===== src/hw/ctrlPkg.sv =====
package ctrlPkg;

	typedef logic [4:0] regIdx_t;
	typedef logic [3:0] aluOp_t;
	typedef logic [8:0] ramAddr_t;
	typedef logic [1:0] ramSize_t;
	typedef logic [1:0] srcSel_t; // ALU B-input mux
	typedef logic [3:0] cmpSel_t;

	typedef struct packed {
		logic [5:0] opcode;
		regIdx_t    rs;
		regIdx_t    rt;
		regIdx_t    rd;
		logic [4:0] shamt;
		logic [5:0] funct;
	} rFields_t;

	typedef struct packed {
		logic [5:0]  opcode;
		regIdx_t     rs;
		regIdx_t     rt;
		logic [15:0] imm;
	} iFields_t;

	// Same 32 bits, seen as R-type or I-type
	typedef union packed {
		rFields_t rType;
		iFields_t iType;
	} instrWord_t;

	typedef enum logic [3:0] {
		stReset,
		stFetchAddr,
		stFetchIssue,
		stFetchWait,
		stFetchLoad,
		stDecode,
		stExec,
		stExecTrap,  // Overflow check cycle, no write
		stCommit,
		stTrap,
		stMemAddr,
		stLoadWait,
		stMdrLoad,
		stLoadWrite,
		stStoreData,
		stStoreWait
	} ctrlState_t;

	typedef enum logic [2:0] {
		opAlu,
		opAluTrap,
		opLoad,
		opStore,
		opInvalid
	} opClass_t;

	localparam logic [5:0] opcSpecial = 6'b000000;
	localparam logic [5:0] opcAddi    = 6'b001000;
	localparam logic [5:0] opcAddiu   = 6'b001001;
	localparam logic [5:0] opcSlti    = 6'b001010;
	localparam logic [5:0] opcSltiu   = 6'b001011;
	localparam logic [5:0] opcAndi    = 6'b001100;
	localparam logic [5:0] opcOri     = 6'b001101;
	localparam logic [5:0] opcXori    = 6'b001110;
	localparam logic [5:0] opcLui     = 6'b001111;
	localparam logic [5:0] opcLb      = 6'b100000;
	localparam logic [5:0] opcLh      = 6'b100001;
	localparam logic [5:0] opcLw      = 6'b100011;
	localparam logic [5:0] opcLbu     = 6'b100100;
	localparam logic [5:0] opcLhu     = 6'b100101;
	localparam logic [5:0] opcSb      = 6'b101000;
	localparam logic [5:0] opcSh      = 6'b101001;
	localparam logic [5:0] opcSw      = 6'b101011;

	localparam logic [5:0] fnSllv = 6'b000100;
	localparam logic [5:0] fnSrlv = 6'b000110;
	localparam logic [5:0] fnSrav = 6'b000111;
	localparam logic [5:0] fnAdd  = 6'b100000;
	localparam logic [5:0] fnAddu = 6'b100001;
	localparam logic [5:0] fnSub  = 6'b100010;
	localparam logic [5:0] fnSubu = 6'b100011;
	localparam logic [5:0] fnAnd  = 6'b100100;
	localparam logic [5:0] fnOr   = 6'b100101;
	localparam logic [5:0] fnXor  = 6'b100110;
	localparam logic [5:0] fnNor  = 6'b100111;
	localparam logic [5:0] fnSlt  = 6'b101010;
	localparam logic [5:0] fnSltu = 6'b101011;

	localparam aluOp_t aluPass    = 4'b0000;
	localparam aluOp_t aluAdd     = 4'b0001; // Add or sub, aluSign decides
	localparam aluOp_t aluAnd     = 4'b0100;
	localparam aluOp_t aluOr      = 4'b0101;
	localparam aluOp_t aluNor     = 4'b0110;
	localparam aluOp_t aluSrl     = 4'b0111;
	localparam aluOp_t aluSll     = 4'b1000;
	localparam aluOp_t aluSra     = 4'b1001;
	localparam aluOp_t aluLui     = 4'b1010;
	localparam aluOp_t aluIncPc   = 4'b1011;
	localparam aluOp_t aluXor     = 4'b1100;
	localparam aluOp_t aluCompare = 4'b1101;

	localparam logic [1:0] signUnsAdd = 2'b00;
	localparam logic [1:0] signUnsSub = 2'b01;
	localparam logic [1:0] signAdd    = 2'b10; // Signed ops raise overflow
	localparam logic [1:0] signSub    = 2'b11;

	localparam cmpSel_t cmpSlt   = 4'b0000;
	localparam cmpSel_t cmpSltu  = 4'b0001;
	localparam cmpSel_t cmpSlti  = 4'b0010;
	localparam cmpSel_t cmpSltiu = 4'b0011;

	localparam ramSize_t sizeByte = 2'b00;
	localparam ramSize_t sizeHalf = 2'b01;
	localparam ramSize_t sizeWord = 2'b11;

	localparam srcSel_t srcReg = 2'b00;
	localparam srcSel_t srcImm = 2'b01;
	localparam srcSel_t srcMdr = 2'b10;
	localparam srcSel_t srcPc  = 2'b11;

	localparam ramAddr_t trapVector = 9'd448; // Overflow handler

endpackage


===== src/hw/instrDecoder.sv =====
`timescale 1ns/10ps

module instrDecoder (
	input  ctrlPkg::instrWord_t instruction,
	output ctrlPkg::opClass_t   opClass,
	output ctrlPkg::aluOp_t     aluOp,
	output logic [1:0]          aluSign,
	output ctrlPkg::cmpSel_t    cmpSel,
	output logic                useImm,
	output logic                signExt,
	output ctrlPkg::ramSize_t   ramSize,
	output ctrlPkg::regIdx_t    destIdx,
	output ctrlPkg::regIdx_t    srcIdx,
	output ctrlPkg::regIdx_t    tgtIdx
);

	import ctrlPkg::*;

	always_comb begin
		// I-type defaults, R-type overrides below
		opClass = opInvalid;
		aluOp   = aluPass;
		aluSign = signUnsAdd;
		cmpSel  = cmpSlt;
		useImm  = 1'b1;
		signExt = 1'b1;
		ramSize = sizeWord;
		srcIdx  = instruction.iType.rs;
		tgtIdx  = instruction.iType.rt;
		destIdx = instruction.iType.rt;

		if (instruction.rType.opcode == opcSpecial) begin
			useImm  = 1'b0;
			srcIdx  = instruction.rType.rs;
			tgtIdx  = instruction.rType.rt;
			destIdx = instruction.rType.rd;
			opClass = opAlu;
			case (instruction.rType.funct)
				fnAdd: begin
					aluOp   = aluAdd;
					aluSign = signAdd;
					opClass = opAluTrap;
				end
				fnSub: begin
					aluOp   = aluAdd;
					aluSign = signSub;
					opClass = opAluTrap;
				end
				fnAddu: aluOp = aluAdd;
				fnSubu: begin
					aluOp   = aluAdd;
					aluSign = signUnsSub;
				end
				fnAnd:  aluOp = aluAnd;
				fnOr:   aluOp = aluOr;
				fnXor:  aluOp = aluXor;
				fnNor:  aluOp = aluNor;
				fnSllv: aluOp = aluSll;
				fnSrlv: aluOp = aluSrl;
				fnSrav: aluOp = aluSra;
				fnSlt:  aluOp = aluCompare;
				fnSltu: begin
					aluOp  = aluCompare;
					cmpSel = cmpSltu;
				end
				default: opClass = opInvalid; // Unsupported funct
			endcase
		end else begin
			opClass = opAlu;
			aluOp   = aluAdd; // Address calc for loads and stores
			case (instruction.iType.opcode)
				opcAddi: begin
					aluSign = signAdd;
					opClass = opAluTrap;
				end
				opcAddiu: aluSign = signUnsAdd; // Wraps, never traps
				opcAndi: begin
					aluOp   = aluAnd;
					signExt = 1'b0;
				end
				opcOri: begin
					aluOp   = aluOr;
					signExt = 1'b0;
				end
				opcXori: begin
					aluOp   = aluXor;
					signExt = 1'b0;
				end
				opcLui: begin
					aluOp   = aluLui;
					signExt = 1'b0;
				end
				opcSlti: begin
					aluOp  = aluCompare;
					cmpSel = cmpSlti;
				end
				opcSltiu: begin
					aluOp  = aluCompare;
					cmpSel = cmpSltiu;
				end
				opcLw:  opClass = opLoad;
				opcLh: begin
					opClass = opLoad;
					ramSize = sizeHalf;
				end
				opcLhu: begin
					opClass = opLoad;
					ramSize = sizeHalf;
					signExt = 1'b0;
				end
				opcLb: begin
					opClass = opLoad;
					ramSize = sizeByte;
				end
				opcLbu: begin
					opClass = opLoad;
					ramSize = sizeByte;
					signExt = 1'b0;
				end
				opcSw:  opClass = opStore;
				opcSh: begin
					opClass = opStore;
					ramSize = sizeHalf;
				end
				opcSb: begin
					opClass = opStore;
					ramSize = sizeByte;
				end
				default: begin
					opClass = opInvalid;
					aluOp   = aluPass;
				end
			endcase
		end
	end

endmodule


===== src/hw/controlSequencer.sv =====
`timescale 1ns/10ps

module controlSequencer (
	input  logic                Clk,
	input  logic                reset,
	input  ctrlPkg::opClass_t   opClass,
	input  logic                ramMFC,
	input  logic [3:0]          aluCarryFlags, // Bit 0 is overflow
	output ctrlPkg::ctrlState_t state
);

	import ctrlPkg::*;

	ctrlState_t nextState;

	always_ff @(posedge Clk) begin
		if (reset) begin
			state <= stReset;
		end else begin
			state <= nextState;
		end
	end

	always_comb begin
		nextState = state;
		case (state)
			stReset:     nextState = stFetchAddr;
			stFetchAddr: nextState = stFetchIssue;

			// Request goes out here, memory may answer at once
			stFetchIssue: begin
				if (ramMFC) begin
					nextState = stFetchLoad;
				end else begin
					nextState = stFetchWait;
				end
			end
			stFetchWait: begin
				if (ramMFC) begin
					nextState = stFetchLoad;
				end
			end
			stFetchLoad: nextState = stDecode;

			stDecode: begin
				case (opClass)
					opAlu:           nextState = stExec;
					opAluTrap:       nextState = stExecTrap;
					opLoad, opStore: nextState = stMemAddr;
					default:         nextState = stFetchAddr; // Skip unknown opcode
				endcase
			end

			stExec: nextState = stFetchAddr;
			stExecTrap: begin
				if (aluCarryFlags[0]) begin
					nextState = stTrap;
				end else begin
					nextState = stCommit;
				end
			end
			stCommit: nextState = stFetchAddr;

			// Handler word is fetched straight into the IR
			stTrap: begin
				if (ramMFC) begin
					nextState = stFetchLoad;
				end
			end

			stMemAddr: begin
				if (opClass == opStore) begin
					nextState = stStoreData;
				end else begin
					nextState = stLoadWait;
				end
			end
			stLoadWait: begin
				if (ramMFC) begin
					nextState = stMdrLoad;
				end
			end
			stMdrLoad:   nextState = stLoadWrite;
			stLoadWrite: nextState = stFetchAddr;
			stStoreData: nextState = stStoreWait;
			stStoreWait: begin
				if (ramMFC) begin
					nextState = stFetchAddr;
				end
			end
			default: nextState = stReset;
		endcase
	end

endmodule


===== src/hw/datapathControl.sv =====
`timescale 1ns/10ps

module datapathControl (
	input  ctrlPkg::ctrlState_t state,
	input  ctrlPkg::aluOp_t     aluOp,
	input  logic [1:0]          decSign,
	input  ctrlPkg::cmpSel_t    cmpSel,
	input  logic                useImm,
	input  logic                signExt,
	input  ctrlPkg::ramSize_t   ramSize,
	input  ctrlPkg::regIdx_t    destIdx,
	input  ctrlPkg::regIdx_t    srcIdx,
	input  ctrlPkg::regIdx_t    tgtIdx,
	output logic                trapMux,
	output logic                signExtend,
	output logic                clearPC,
	output logic                regFileRW,
	output ctrlPkg::regIdx_t    regFileRD,
	output ctrlPkg::regIdx_t    regFileRS,
	output ctrlPkg::regIdx_t    regFileRT,
	output logic [1:0]          aluSign,
	output ctrlPkg::aluOp_t     aluOperation,
	output ctrlPkg::cmpSel_t    cmpsignal,
	output ctrlPkg::ramSize_t   ramDataSize,
	output logic                ramMFA,
	output logic                ramRW,
	output ctrlPkg::ramAddr_t   ramAddress,
	output logic                pcEnable,
	output logic                irEnable,
	output logic                marEnable,
	output logic                mdrEnable,
	output ctrlPkg::srcSel_t    muxSignals,
	output logic                muxSignals2
);

	import ctrlPkg::*;

	always_comb begin
		// Idle values, each state turns on only what it needs
		trapMux      = 1'b0;
		signExtend   = signExt;
		clearPC      = 1'b0;
		regFileRW    = 1'b0;
		regFileRD    = destIdx;
		regFileRS    = srcIdx;
		regFileRT    = tgtIdx;
		aluSign      = signUnsAdd;
		aluOperation = aluPass;
		cmpsignal    = cmpSel;
		ramDataSize  = sizeWord;
		ramMFA       = 1'b0;
		ramRW        = 1'b0;
		ramAddress   = '0;
		pcEnable     = 1'b0;
		irEnable     = 1'b0;
		marEnable    = 1'b0;
		mdrEnable    = 1'b0;
		muxSignals   = srcReg;
		muxSignals2  = 1'b0;

		case (state)
			stReset: clearPC = 1'b1;
			stFetchAddr: begin
				marEnable  = 1'b1; // PC into MAR
				muxSignals = srcPc;
			end
			stFetchIssue, stFetchWait: begin
				pcEnable     = (state == stFetchIssue); // PC + 4 once
				aluOperation = aluIncPc;
				muxSignals   = srcPc;
				ramMFA       = 1'b1;
			end
			stFetchLoad: irEnable = 1'b1;

			// Commit writes what stExecTrap computed
			stExec, stExecTrap, stCommit: begin
				aluOperation = aluOp;
				aluSign      = decSign;
				muxSignals   = useImm ? srcImm : srcReg;
				regFileRW    = (state != stExecTrap);
			end
			stTrap: begin
				trapMux    = 1'b1;
				ramAddress = trapVector;
				ramMFA     = 1'b1;
			end

			stMemAddr: begin
				aluOperation = aluAdd; // Base plus offset
				muxSignals   = srcImm;
				signExtend   = 1'b1;
				marEnable    = 1'b1;
			end
			stLoadWait: begin
				ramDataSize = ramSize;
				ramMFA      = 1'b1;
			end
			stMdrLoad: begin
				mdrEnable   = 1'b1;
				muxSignals2 = 1'b1; // MDR from memory
			end
			stLoadWrite: begin
				muxSignals  = srcMdr;
				muxSignals2 = 1'b1;
				regFileRW   = 1'b1;
			end
			stStoreData: mdrEnable = 1'b1; // MDR from rt
			stStoreWait: begin
				ramDataSize = ramSize;
				ramMFA      = 1'b1;
				ramRW       = 1'b1;
			end
			default: ;
		endcase
	end

endmodule


===== src/hw/controlUnit.sv =====
`timescale 1ns/10ps

module controlUnit (
	input  logic                Clk,
	input  logic                reset,
	input  ctrlPkg::instrWord_t instruction,   // From the IR
	input  logic [3:0]          aluCarryFlags,
	input  logic                ramMFC,
	output logic                trapMux,
	output logic                signExtend,
	output logic                clearPC,
	output logic                regFileRW,
	output ctrlPkg::regIdx_t    regFileRD,
	output ctrlPkg::regIdx_t    regFileRS,
	output ctrlPkg::regIdx_t    regFileRT,
	output logic [1:0]          aluSign,
	output ctrlPkg::aluOp_t     aluOperation,
	output ctrlPkg::cmpSel_t    cmpsignal,
	output ctrlPkg::ramSize_t   ramDataSize,
	output logic                ramMFA,
	output logic                ramRW,
	output ctrlPkg::ramAddr_t   ramAddress,
	output logic                pcEnable,
	output logic                irEnable,
	output logic                marEnable,
	output logic                mdrEnable,
	output ctrlPkg::srcSel_t    muxSignals,    // ALU B-input
	output logic                muxSignals2    // MDR source
);

	import ctrlPkg::*;

	opClass_t   opClass;
	ctrlState_t state;
	aluOp_t     aluOp;
	logic [1:0] decSign;
	cmpSel_t    cmpSel;
	logic       useImm;
	logic       signExt;
	ramSize_t   ramSize;
	regIdx_t    destIdx;
	regIdx_t    srcIdx;
	regIdx_t    tgtIdx;

	instrDecoder decoder (
		.instruction (instruction),
		.opClass     (opClass),
		.aluOp       (aluOp),
		.aluSign     (decSign),
		.cmpSel      (cmpSel),
		.useImm      (useImm),
		.signExt     (signExt),
		.ramSize     (ramSize),
		.destIdx     (destIdx),
		.srcIdx      (srcIdx),
		.tgtIdx      (tgtIdx)
	);

	controlSequencer sequencer (
		.Clk           (Clk),
		.reset         (reset),
		.opClass       (opClass),
		.ramMFC        (ramMFC),
		.aluCarryFlags (aluCarryFlags),
		.state         (state)
	);

	datapathControl ctrlTable (
		.state        (state),
		.aluOp        (aluOp),
		.decSign      (decSign),
		.cmpSel       (cmpSel),
		.useImm       (useImm),
		.signExt      (signExt),
		.ramSize      (ramSize),
		.destIdx      (destIdx),
		.srcIdx       (srcIdx),
		.tgtIdx       (tgtIdx),
		.trapMux      (trapMux),
		.signExtend   (signExtend),
		.clearPC      (clearPC),
		.regFileRW    (regFileRW),
		.regFileRD    (regFileRD),
		.regFileRS    (regFileRS),
		.regFileRT    (regFileRT),
		.aluSign      (aluSign),
		.aluOperation (aluOperation),
		.cmpsignal    (cmpsignal),
		.ramDataSize  (ramDataSize),
		.ramMFA       (ramMFA),
		.ramRW        (ramRW),
		.ramAddress   (ramAddress),
		.pcEnable     (pcEnable),
		.irEnable     (irEnable),
		.marEnable    (marEnable),
		.mdrEnable    (mdrEnable),
		.muxSignals   (muxSignals),
		.muxSignals2  (muxSignals2)
	);

endmodule


===== config.mk =====
export PLATFORM = sky130hd
export DESIGN_NAME = controlUnit
export DESIGN_NICKNAME = d
export VERILOG_FILES = /design/src/hw/ctrlPkg.sv /design/src/hw/instrDecoder.sv /design/src/hw/controlSequencer.sv /design/src/hw/datapathControl.sv /design/src/hw/controlUnit.sv
export SDC_FILE = /design/constraint.sdc
export NUM_CORES = 1
export LEC_CHECK = 0
export BUFFER_PORTS_ARGS = -buffer_cell sky130_fd_sc_hd__buf_4
export CAP_MARGIN = 10
export CORE_UTILIZATION = 47
export CTS_BUF_LIST = sky130_fd_sc_hd__clkbuf_8
export DETAILED_ROUTE_END_ITERATION = 8
export PLACE_DENSITY = 0.93
export RECOVER_POWER = 50
export SLEW_MARGIN = 40
export SYNTH_ARGS = -nofsm -noshare
export SYNTH_HDL_FRONTEND = slang
export SYNTH_SLANG_ARGS = --single-unit

===== constraint.sdc =====
create_clock -name Clk -period 3.2 [get_ports Clk]
set_input_delay 0 -clock Clk [delete_from_list [all_inputs] [get_ports Clk]]
set_output_delay 0 -clock Clk [all_outputs]
set_load 0.1 [all_outputs]

* After elaboration in Yosys (flattened, before gate mapping) *
Cells that the tools add are included.

operators by class
  muxes and demuxes = 42
  reduce and logical (&&, ||, !) cells = 27
  equal/unequal tests = 51

operators with widths
  cell                                            count
  == test 6 bit (second input constant)           18
  == test 6 x 4 -> 1 bit (second input constant)  8
  one-hot mux 4 bit (12 select lines)             1
  one-hot mux 4 bit (9 select lines)              1
  == test 4 bit (second input constant)           8
  one-hot mux 4 bit (3 select lines)              2
  one-hot mux 4 bit (6 select lines)              1
  two-way mux 4 bit                               5
  OR reduction 2 bit                              10
  == test 6 x 3 -> 1 bit (second input constant)  3
  == test 4 x 3 -> 1 bit (second input constant)  4
  two-way mux 1 bit                               15
  OR reduction 3 bit                              5
  one-hot mux 3 bit (4 select lines)              1
  OR reduction 11 bit                             1
  two-way mux 2 bit                               5
  OR reduction 10 bit                             1
  OR reduction 5 bit                              2
  two-way mux 3 bit                               3
  two-way mux 9 bit                               1
  == test 4 x 2 -> 1 bit (second input constant)  2
  one-hot mux 2 bit (2 select lines)              2
  one-hot mux 2 bit (4 select lines)              1
  OR reduction 4 bit                              2
  16 further kinds                                18

storage, ports and cells
  output and inout port bits = 49
  register bits after elaboration = 4

* Longest topological paths before layout *
Gate-level depths: netlist (run 1).

  depth after elaboration = 8
  depth in mapped cells = 6

* Cells and area by module *
Synthesis (run 1) repeated with hierarchy kept, for this count alone.

unflattened totals
  cells, all modules = 228
  area, all modules = 1443.9 um^2

modules (own cells, without submodules)
  module            area each (um^2)  cells each  instances
  instrDecoder      570.5             97          1
  datapathControl   514.2             81          1
  controlSequencer  359.1             50          1

* Worst setup path before layout (run 1) *
OpenSTA, ideal clock, no wires.

  kind = register to output
  start = reg sequencer.state[3]
  end = out clearPC
  path slack = -413 ps
  path buffers = 2
  arrival time = 3613 ps
  stages on the path, launching flop included = 4
  cells stage by stage = dfxtp_1 clkbuf_1 buf_1 nor4_1

on the way
  longest elaborated chain between the ends = 2

RTL lines
  what                      line                    RTL
  start: declaration        controlSequencer.sv:9   output ctrlPkg::ctrlState_t state
  start signal: assignment  controlSequencer.sv:18  state <= stReset;
  start signal: assignment  controlSequencer.sv:20  state <= nextState;
  logical NOT 4 bit         datapathControl.sv:61   case (state)
  two-way mux 1 bit         datapathControl.sv:61
  end: declaration          controlUnit.sv:11       output logic clearPC,

No other way between the ends.

* Worst setup path after layout (run 1) *
  start = reg sequencer.state[1]
  end = out aluOperation[1]

on the way
  longest elaborated chain between the ends = 3
  elaborated cells on any way between the ends = 9
  those cells by class = eq/ne: 6; mux: 1; reduce/logical: 2

RTL lines
  what                                                      line                   RTL
  == test 4 x 3 -> 1 bit (tied with other cells)            datapathControl.sv:61
  OR reduction 3 bit or OR reduction 2 bit (tied branches)  --
  one-hot mux 4 bit (3 select lines) (*)                    datapathControl.sv:61
  end: declaration                                          controlUnit.sv:17      output ctrlPkg::aluOp_t aluOperation,

Every way passes the cells marked *; elsewhere a longest branch is shown, timed or not.

==> results of run 1 <==
==> power breakdown <==
part	total (mW)	switching, mW	internal, mW
logic	0.556	0.436	0.120
clock network	0.106	0.0261	0.0801
registers	0.0860	0.0294	0.0566
==> what timing repair did <==
action | 4_1_cts | 5_1_grt
hold buffers | 1 | 0
endpoints found under the hold margin | 2 | 0
buffers inserted | 0 | 0
==> kinds of logic after synthesis <==
group / share of synthesized area, %
and+or+nand+nor: 41.7
AOI/OAI and AO/OA: 30.4
buffers and inverters: 19.3
DFF: 6.14
xor gates and xnor gates: 1.34
muxes: 0.768
other: 0.288
==> synthesized netlist by cell type (2+ instances only) <==
cell type / count
o21a_1: 4
o211ai_1: 3
a21oi_1: 15
xnor2_1: 2
nand2_1: 29
a311o_1: 2
o21ai_0: 13
a31oi_1: 3
nor3_1: 8
or2_2: 3
buf_2: 3
buf_1: 2
a311oi_1: 2
inv_1: 5
nor3b_1: 2
nor2_4: 2
o22ai_1: 3
a211oi_1: 2
and3_1: 2
nand4_1: 4
nand3_1: 4
dfxtp_1: 4
nor2_1: 18
buf_4: 21
nor2b_1: 10
or3_1: 3
nand2b_1: 6
o2111ai_1: 2
clkbuf_1: 11
==> metrics by stage <==
| stage | area (um^2) | total power, mW | hold slack [ns] |
|---|---|---|---|
| after floorplan | 1340 | 0.587 | 0.0691 |
| after global placement | 1610 | 0.649 | 0.000739 |
| after detailed placement | 1610 | 0.651 | 0.000739 |
| after CTS | 1660 | 0.761 | 0.000739 |
| after global routing | 1590 | 0.784 | 0.000168 |
| final | 1590 | 0.748 | 0.0000330 |
==> worst max-delay path, delay by kind of cell, from the launching register on <==
kind / cells / cell delay [ns]
compound gates: 3 / 0.45
buf+inv: 1 / 0.31
flops: 1 / 0.66
simple gates: 2 / 0.62
==> path summary, 6_finish.rpt <==
| check | startpoint | endpoint | cells past startpoint |
|---|---|---|---|
| max | sequencer.state[1] | aluOperation[1] | 6 |
| min | instruction[21] | regFileRS[0] | 0 |
| max reg2reg | sequencer.state[2] | sequencer.state[2] | 5 |
| min reg2reg | sequencer.state[3] | sequencer.state[3] | 3 |
==> per-layer routing <==
metal	global-route usage [%]	wire, um
met2	35.3	1570
met5	0	0
met1	33.2	1520
met3	4.44	300
met4	0	17
==> cell type report <==
cell class / instances / area (um^2) / area share (%)
well taps: 30 / 37.5 / 2.35
clock buffers: 3 / 41.3 / 2.59
inverters: 5 / 18.8 / 1.18
repair buffers: 63 / 412 / 25.8
flip-flops and latches: 4 / 80.1 / 5.02
multi-input cells: 173 / 1000 / 63.0
==> impl_metrics.tcl, run 1 <==
set metrics [dict create \
    final_layout_size_suffix_gt1_share_pct 23.8 \
    synth-edff-count 0 \
    initial_core_util_pct 51.2 \
    path_class "reg -> out" \
    dp_hpwl_um 2550 \
    dieArea_mm2 0.00299 \
    path_clk_slew_ns 0.03 \
    grt_max_degree 22 \
    grt.total_usage_pct 22.6 \
    slowest_delay_ns 0.66 \
    path_cells "nor2b_1, a22oi_1, or2_2, o21a_1, o21ai_1, buf_4" \
    crit_path_end_kind "output pin" \
    cp_slowest_cell "dfxtp_1" \
    layout.nets 289 \
    relSlewSlack_pct 22.1 \
    routabilityCongestion 0.900 \
    biggestRegsByFlops "sequencer.state (4)" \
    yosys-top-cells-area "buf_4 12%, nand2_1 8.3%, dfxtp_1 6.1%" \
    dr.pass1.iters 4 \
    portBuffers 61 \
    worst_slew_pin_slew_ns 1.17 \
    final_antenna_net_count 0 \
    die_x_um 54.7 \
    critPathLaunchType "register" \
    synthArstFlopShare_pct 0 \
    cts_buffers 3 \
    netlist_area_mm2 0.00130 \
    setup_viol 0 \
    chipHeight_um 54.7 \
    coreArea_mm2 0.00254 \
    place_ws_ns 1.21 \
    cts_buffer_depth 2 \
    vias 1594 \
    final_cell_mix "45 x buf_4, 29 x nand2_1, 18 x nor2_1" \
    worstPathRequired_ns 3.20 \
    syn_area_per_cell_um2 6.12 \
    drt_drc_violations_left 0 \
    syn_inst 213 \
    htree_levels 1 \
    grt_pass1_vias 1175 \
    max_freq_ghz 0.442 \
    status "completed" \
    grt_pass1_wl_um 5110 \
    synth_top_area_share_pct 12.1 \
    setup_slack_ns 0.937 \
    antenna_found_initial 0 \
    hold_class "in -> out" \
    hold_viol_final 0 \
    synth_cell_type_count 54 \
    synth_warnings 0 \
    fill_cells 255 \
    synthToLayoutAreaGrowth_pct 22.3 \
    yosys.area.top_type "buf_4" \
    finalCritPeriodShare_pct 70.7 \
    num_rows 18 \
    tritoncts "yes" \
    clkSinkCount 4 \
    layout_commonest_cell "buf_4" \
    largest_reg_flops 4 \
    timing.final.crit_period_ns 2.26 \
    crit_arrival_ns 2.26 \
    ios 88 \
    postCtsResizedCells 0 \
    r2r_slack_ns 1.13 \
    clock_latency_ns 0.22 \
    cts_root_buf "clkbuf_8" \
    worst-path-max-fanout 19 \
    layout.cells.non_filler 278 \
    vias_per_cell 5.73 \
    yosys_register_bits 4 \
    drv_cap 0 \
    dr.first_iter.drc_count 61 \
    avgRoutedWirePerCell_um 12.3 \
    finalSetupTns_ns 0 \
    top_register "sequencer.state" \
    synthFlopType "dfxtp_1" \
    routed_wl_um 3410 \
    dp_cells 274 \
    grt_overflow 0 \
    diodes 0 \
    fin_util_pct 62.6 \
    drv_slew 0 \
    fin_skew_ns 0.00331 \
    p_leak_nw 0.626 \
    rsz0062_at_grt "false" \
    p_per_area_mw_per_mm2 469 \
    peakVddDrop_v 0.000591 \
    ys_seq_area_share_pct 6.14 \
]
No activity file was read; power rests on OpenSTA's default activity.
==> inputs of run 2 (changes only) <==
--- a/config.mk
+++ b/config.mk
@@ -7,10 +7,10 @@
 export LEC_CHECK = 0
 export BUFFER_PORTS_ARGS = -buffer_cell sky130_fd_sc_hd__buf_4
 export CAP_MARGIN = 10
-export CORE_UTILIZATION = 47
+export CORE_UTILIZATION = 43
 export CTS_BUF_LIST = sky130_fd_sc_hd__clkbuf_8
 export DETAILED_ROUTE_END_ITERATION = 8
-export PLACE_DENSITY = 0.93
+export PLACE_DENSITY = 0.86
 export RECOVER_POWER = 50
 export SLEW_MARGIN = 40
 export SYNTH_ARGS = -nofsm -noshare
==> constraint.sdc (replaced) <==
create_clock -name Clk -period 2.3 [get_ports Clk]
set_input_delay 0 -clock Clk [delete_from_list [all_inputs] [get_ports Clk]]
set_output_delay 0 -clock Clk [all_outputs]
set_load 0.1 [all_outputs]
==> run 2 against run 1 <==
  * The run now ends with design-rule violations left
  * Die area up 9.0%
  * Critical path depth is 1 lower
  * Register-to-register slack lost 0.71 ns
  * Count of clock-buffer cells in the layout stayed put
  * Non-clock buffer count is 6 higher
  * Sequential share of layout area shrank 0.30 points
  * Setup slack worse by 0.65 ns
  * Power rose by 43%
  * Clock skew shrank 0.0030 ns
  * Clock power grew 37%
  * Sequential cell count unchanged
  * Largest cell class unchanged
  * Largest power group unchanged
==> impl_metrics.tcl, run 2 (same netlist as run 1, synthesis figures left out) <==
set metrics [dict create \
    tritoncts "yes" \
    crit_path_end_kind "output pin" \
    num_rows 19 \
    path_cells "clkbuf_1, nand4_1, a211o_1, or2_2, buf_4" \
    vias 1678 \
    grt_max_degree 17 \
    ios 88 \
    biggestRegsByFlops "sequencer.state (4)" \
    cts_buffer_depth 2 \
    final_antenna_net_count 0 \
    largest_reg_flops 4 \
    timing.final.crit_period_ns 2.01 \
    path_buf_inv 2 \
    holdPathStages 0 \
    p_per_area_mw_per_mm2 631 \
    synthToLayoutAreaGrowth_pct 30.0 \
    coreArea_mm2 0.00281 \
    antenna_found_initial 0 \
    hold_viol_final 0 \
    violations "design-rule violations" \
    path_class "reg -> out" \
    holdPathEnd "regFileRS[3]" \
    finalCritPeriodShare_pct 87.4 \
    grt_use_met1_pct 29.0 \
    layout.nets 295 \
    reg2reg_depth 5 \
    diodes 0 \
    status "complete, but fails checks" \
    hold_start "instruction[24]" \
    dp_hpwl_um 2950 \
    portBuffers 61 \
    die_x_um 57.1 \
    drv_slew 0 \
    crit_arrival_ns 2.01 \
    worstPathRequired_ns 2.30 \
    clkSinkCount 4 \
    dp_cells 281 \
    gr-usage-met3_pct 3.63 \
    grt.total_usage_pct 22.0 \
    final_cell_mix "51 x buf_4, 29 x nand2_1, 16 x nor2_1" \
    postCtsResizedCells 0 \
    grt_overflow 0 \
    cp_slowest_cell "dfxtp_1" \
    crit_start "sequencer.state[1]" \
    path_clk_slew_ns 0.03 \
    p_total_mw 1.07 \
    setup_viol 0 \
    r2r_end "sequencer.state[2]" \
    grt_pass1_wl_um 5940 \
    dr.pass1.iters 7 \
    routed_wl_um 3820 \
    critPathLaunchType "register" \
    p_leak_nw 0.694 \
    worst_slew_pin_slew_ns 1.17 \
    vias_per_cell 5.89 \
    worst-path-max-fanout 11 \
    final_layout_size_suffix_gt1_share_pct 32.3 \
    fin_hold_ws_ns 0.0000439 \
    dr.first_iter.drc_count 78 \
    layout_commonest_cell "buf_4" \
    top_register "sequencer.state" \
    grt_pass1_vias 1371 \
    routabilityCongestion 0.808 \
    htree_levels 1 \
    cpLargestDelayFamily "buffers and inverters" \
    slowest_delay_ns 0.48 \
    drv_cap 0 \
    dieArea_mm2 0.00326 \
    peakVddDrop_v 0.000349 \
    cts_buffers 3 \
    r2r_start "sequencer.state[1]" \
    avgRoutedWirePerCell_um 13.4 \
    rsz0062_at_grt "false" \
    layout.cells.non_filler 285 \
    hold_class "in -> out" \
    relSlewSlack_pct 22.3 \
    fin_area_mm2 0.00170 \
    max_freq_ghz 0.497 \
    placed_cell_area_mm2 0.00170 \
    gr-usage-met2_pct 37.0 \
    fin_skew_ns 0.000362 \
    grt-busiest-layer "met2" \
    cts_root_buf "clkbuf_8" \
    clock_latency_ns 0.21 \
    drt_drc_violations_left 16 \
    r2r_slack_ns 0.42 \
    chipHeight_um 57.1 \
    initial_core_util_pct 46.5 \
]
-- run 2: how the worst max path moves through the flow --
stage | to | depth (start not counted) | slack, ns
after detailed placement | aluOperation[0] | 7 | 0.45
final | ramDataSize[0] | 5 | 0.29
after floorplan | clearPC | 3 | -0.15
after CTS | aluOperation[1] | 6 | 0.34
after global routing | ramDataSize[0] | 5 | 0.18
after global placement | aluOperation[0] | 7 | 0.52
-- run 2: timing repair --
action,in CTS,in global routing
hold buffers,1,0
buffers inserted,0,0
endpoints found under the hold margin,2,0
-- run 2: metrics by stage --
step                      TNS [ns]  setup slack (ns)  utilization (%)
after global routing             0             0.181             60.4
after detailed placement         0             0.450             60.5
after CTS                        0             0.343             62.4
final                            0             0.290             60.4
after floorplan             -0.355            -0.149                -
after global placement           0             0.517             60.5
-- run 2: layer usage --
metal,up-vias,share of wire (%)
li1,816,-
met4,0,1.3
met2,91,47
met1,765,43
met3,6,9.0
met5,-,0
-- run 2: area by class of cell --
type / count / area [um^2]
clock buffers: 3 / 41.3
fillers: 308 / 1110
inverters: 5 / 18.8
multi-input cells: 173 / 1050
flip-flops and latches: 4 / 80.1
well taps: 31 / 38.8
repair buffers: 69 / 467
-- run 2: worst reg2reg max path, stage by stage, from the launching register on --
cell       delay, ns
dfxtp_1         0.38
clkbuf_1        0.26
or3_1           0.45
a2111oi_0       0.45
a21oi_1         0.14
o2bb2ai_1       0.13
-- run 2: report_power, final --
| part | internal, mW | switching, mW | total, mW |
|---|---|---|---|
| combinational | 0.179 | 0.649 | 0.828 |
| sequential | 0.0788 | 0.0192 | 0.0980 |
| clock | 0.111 | 0.0333 | 0.145 |
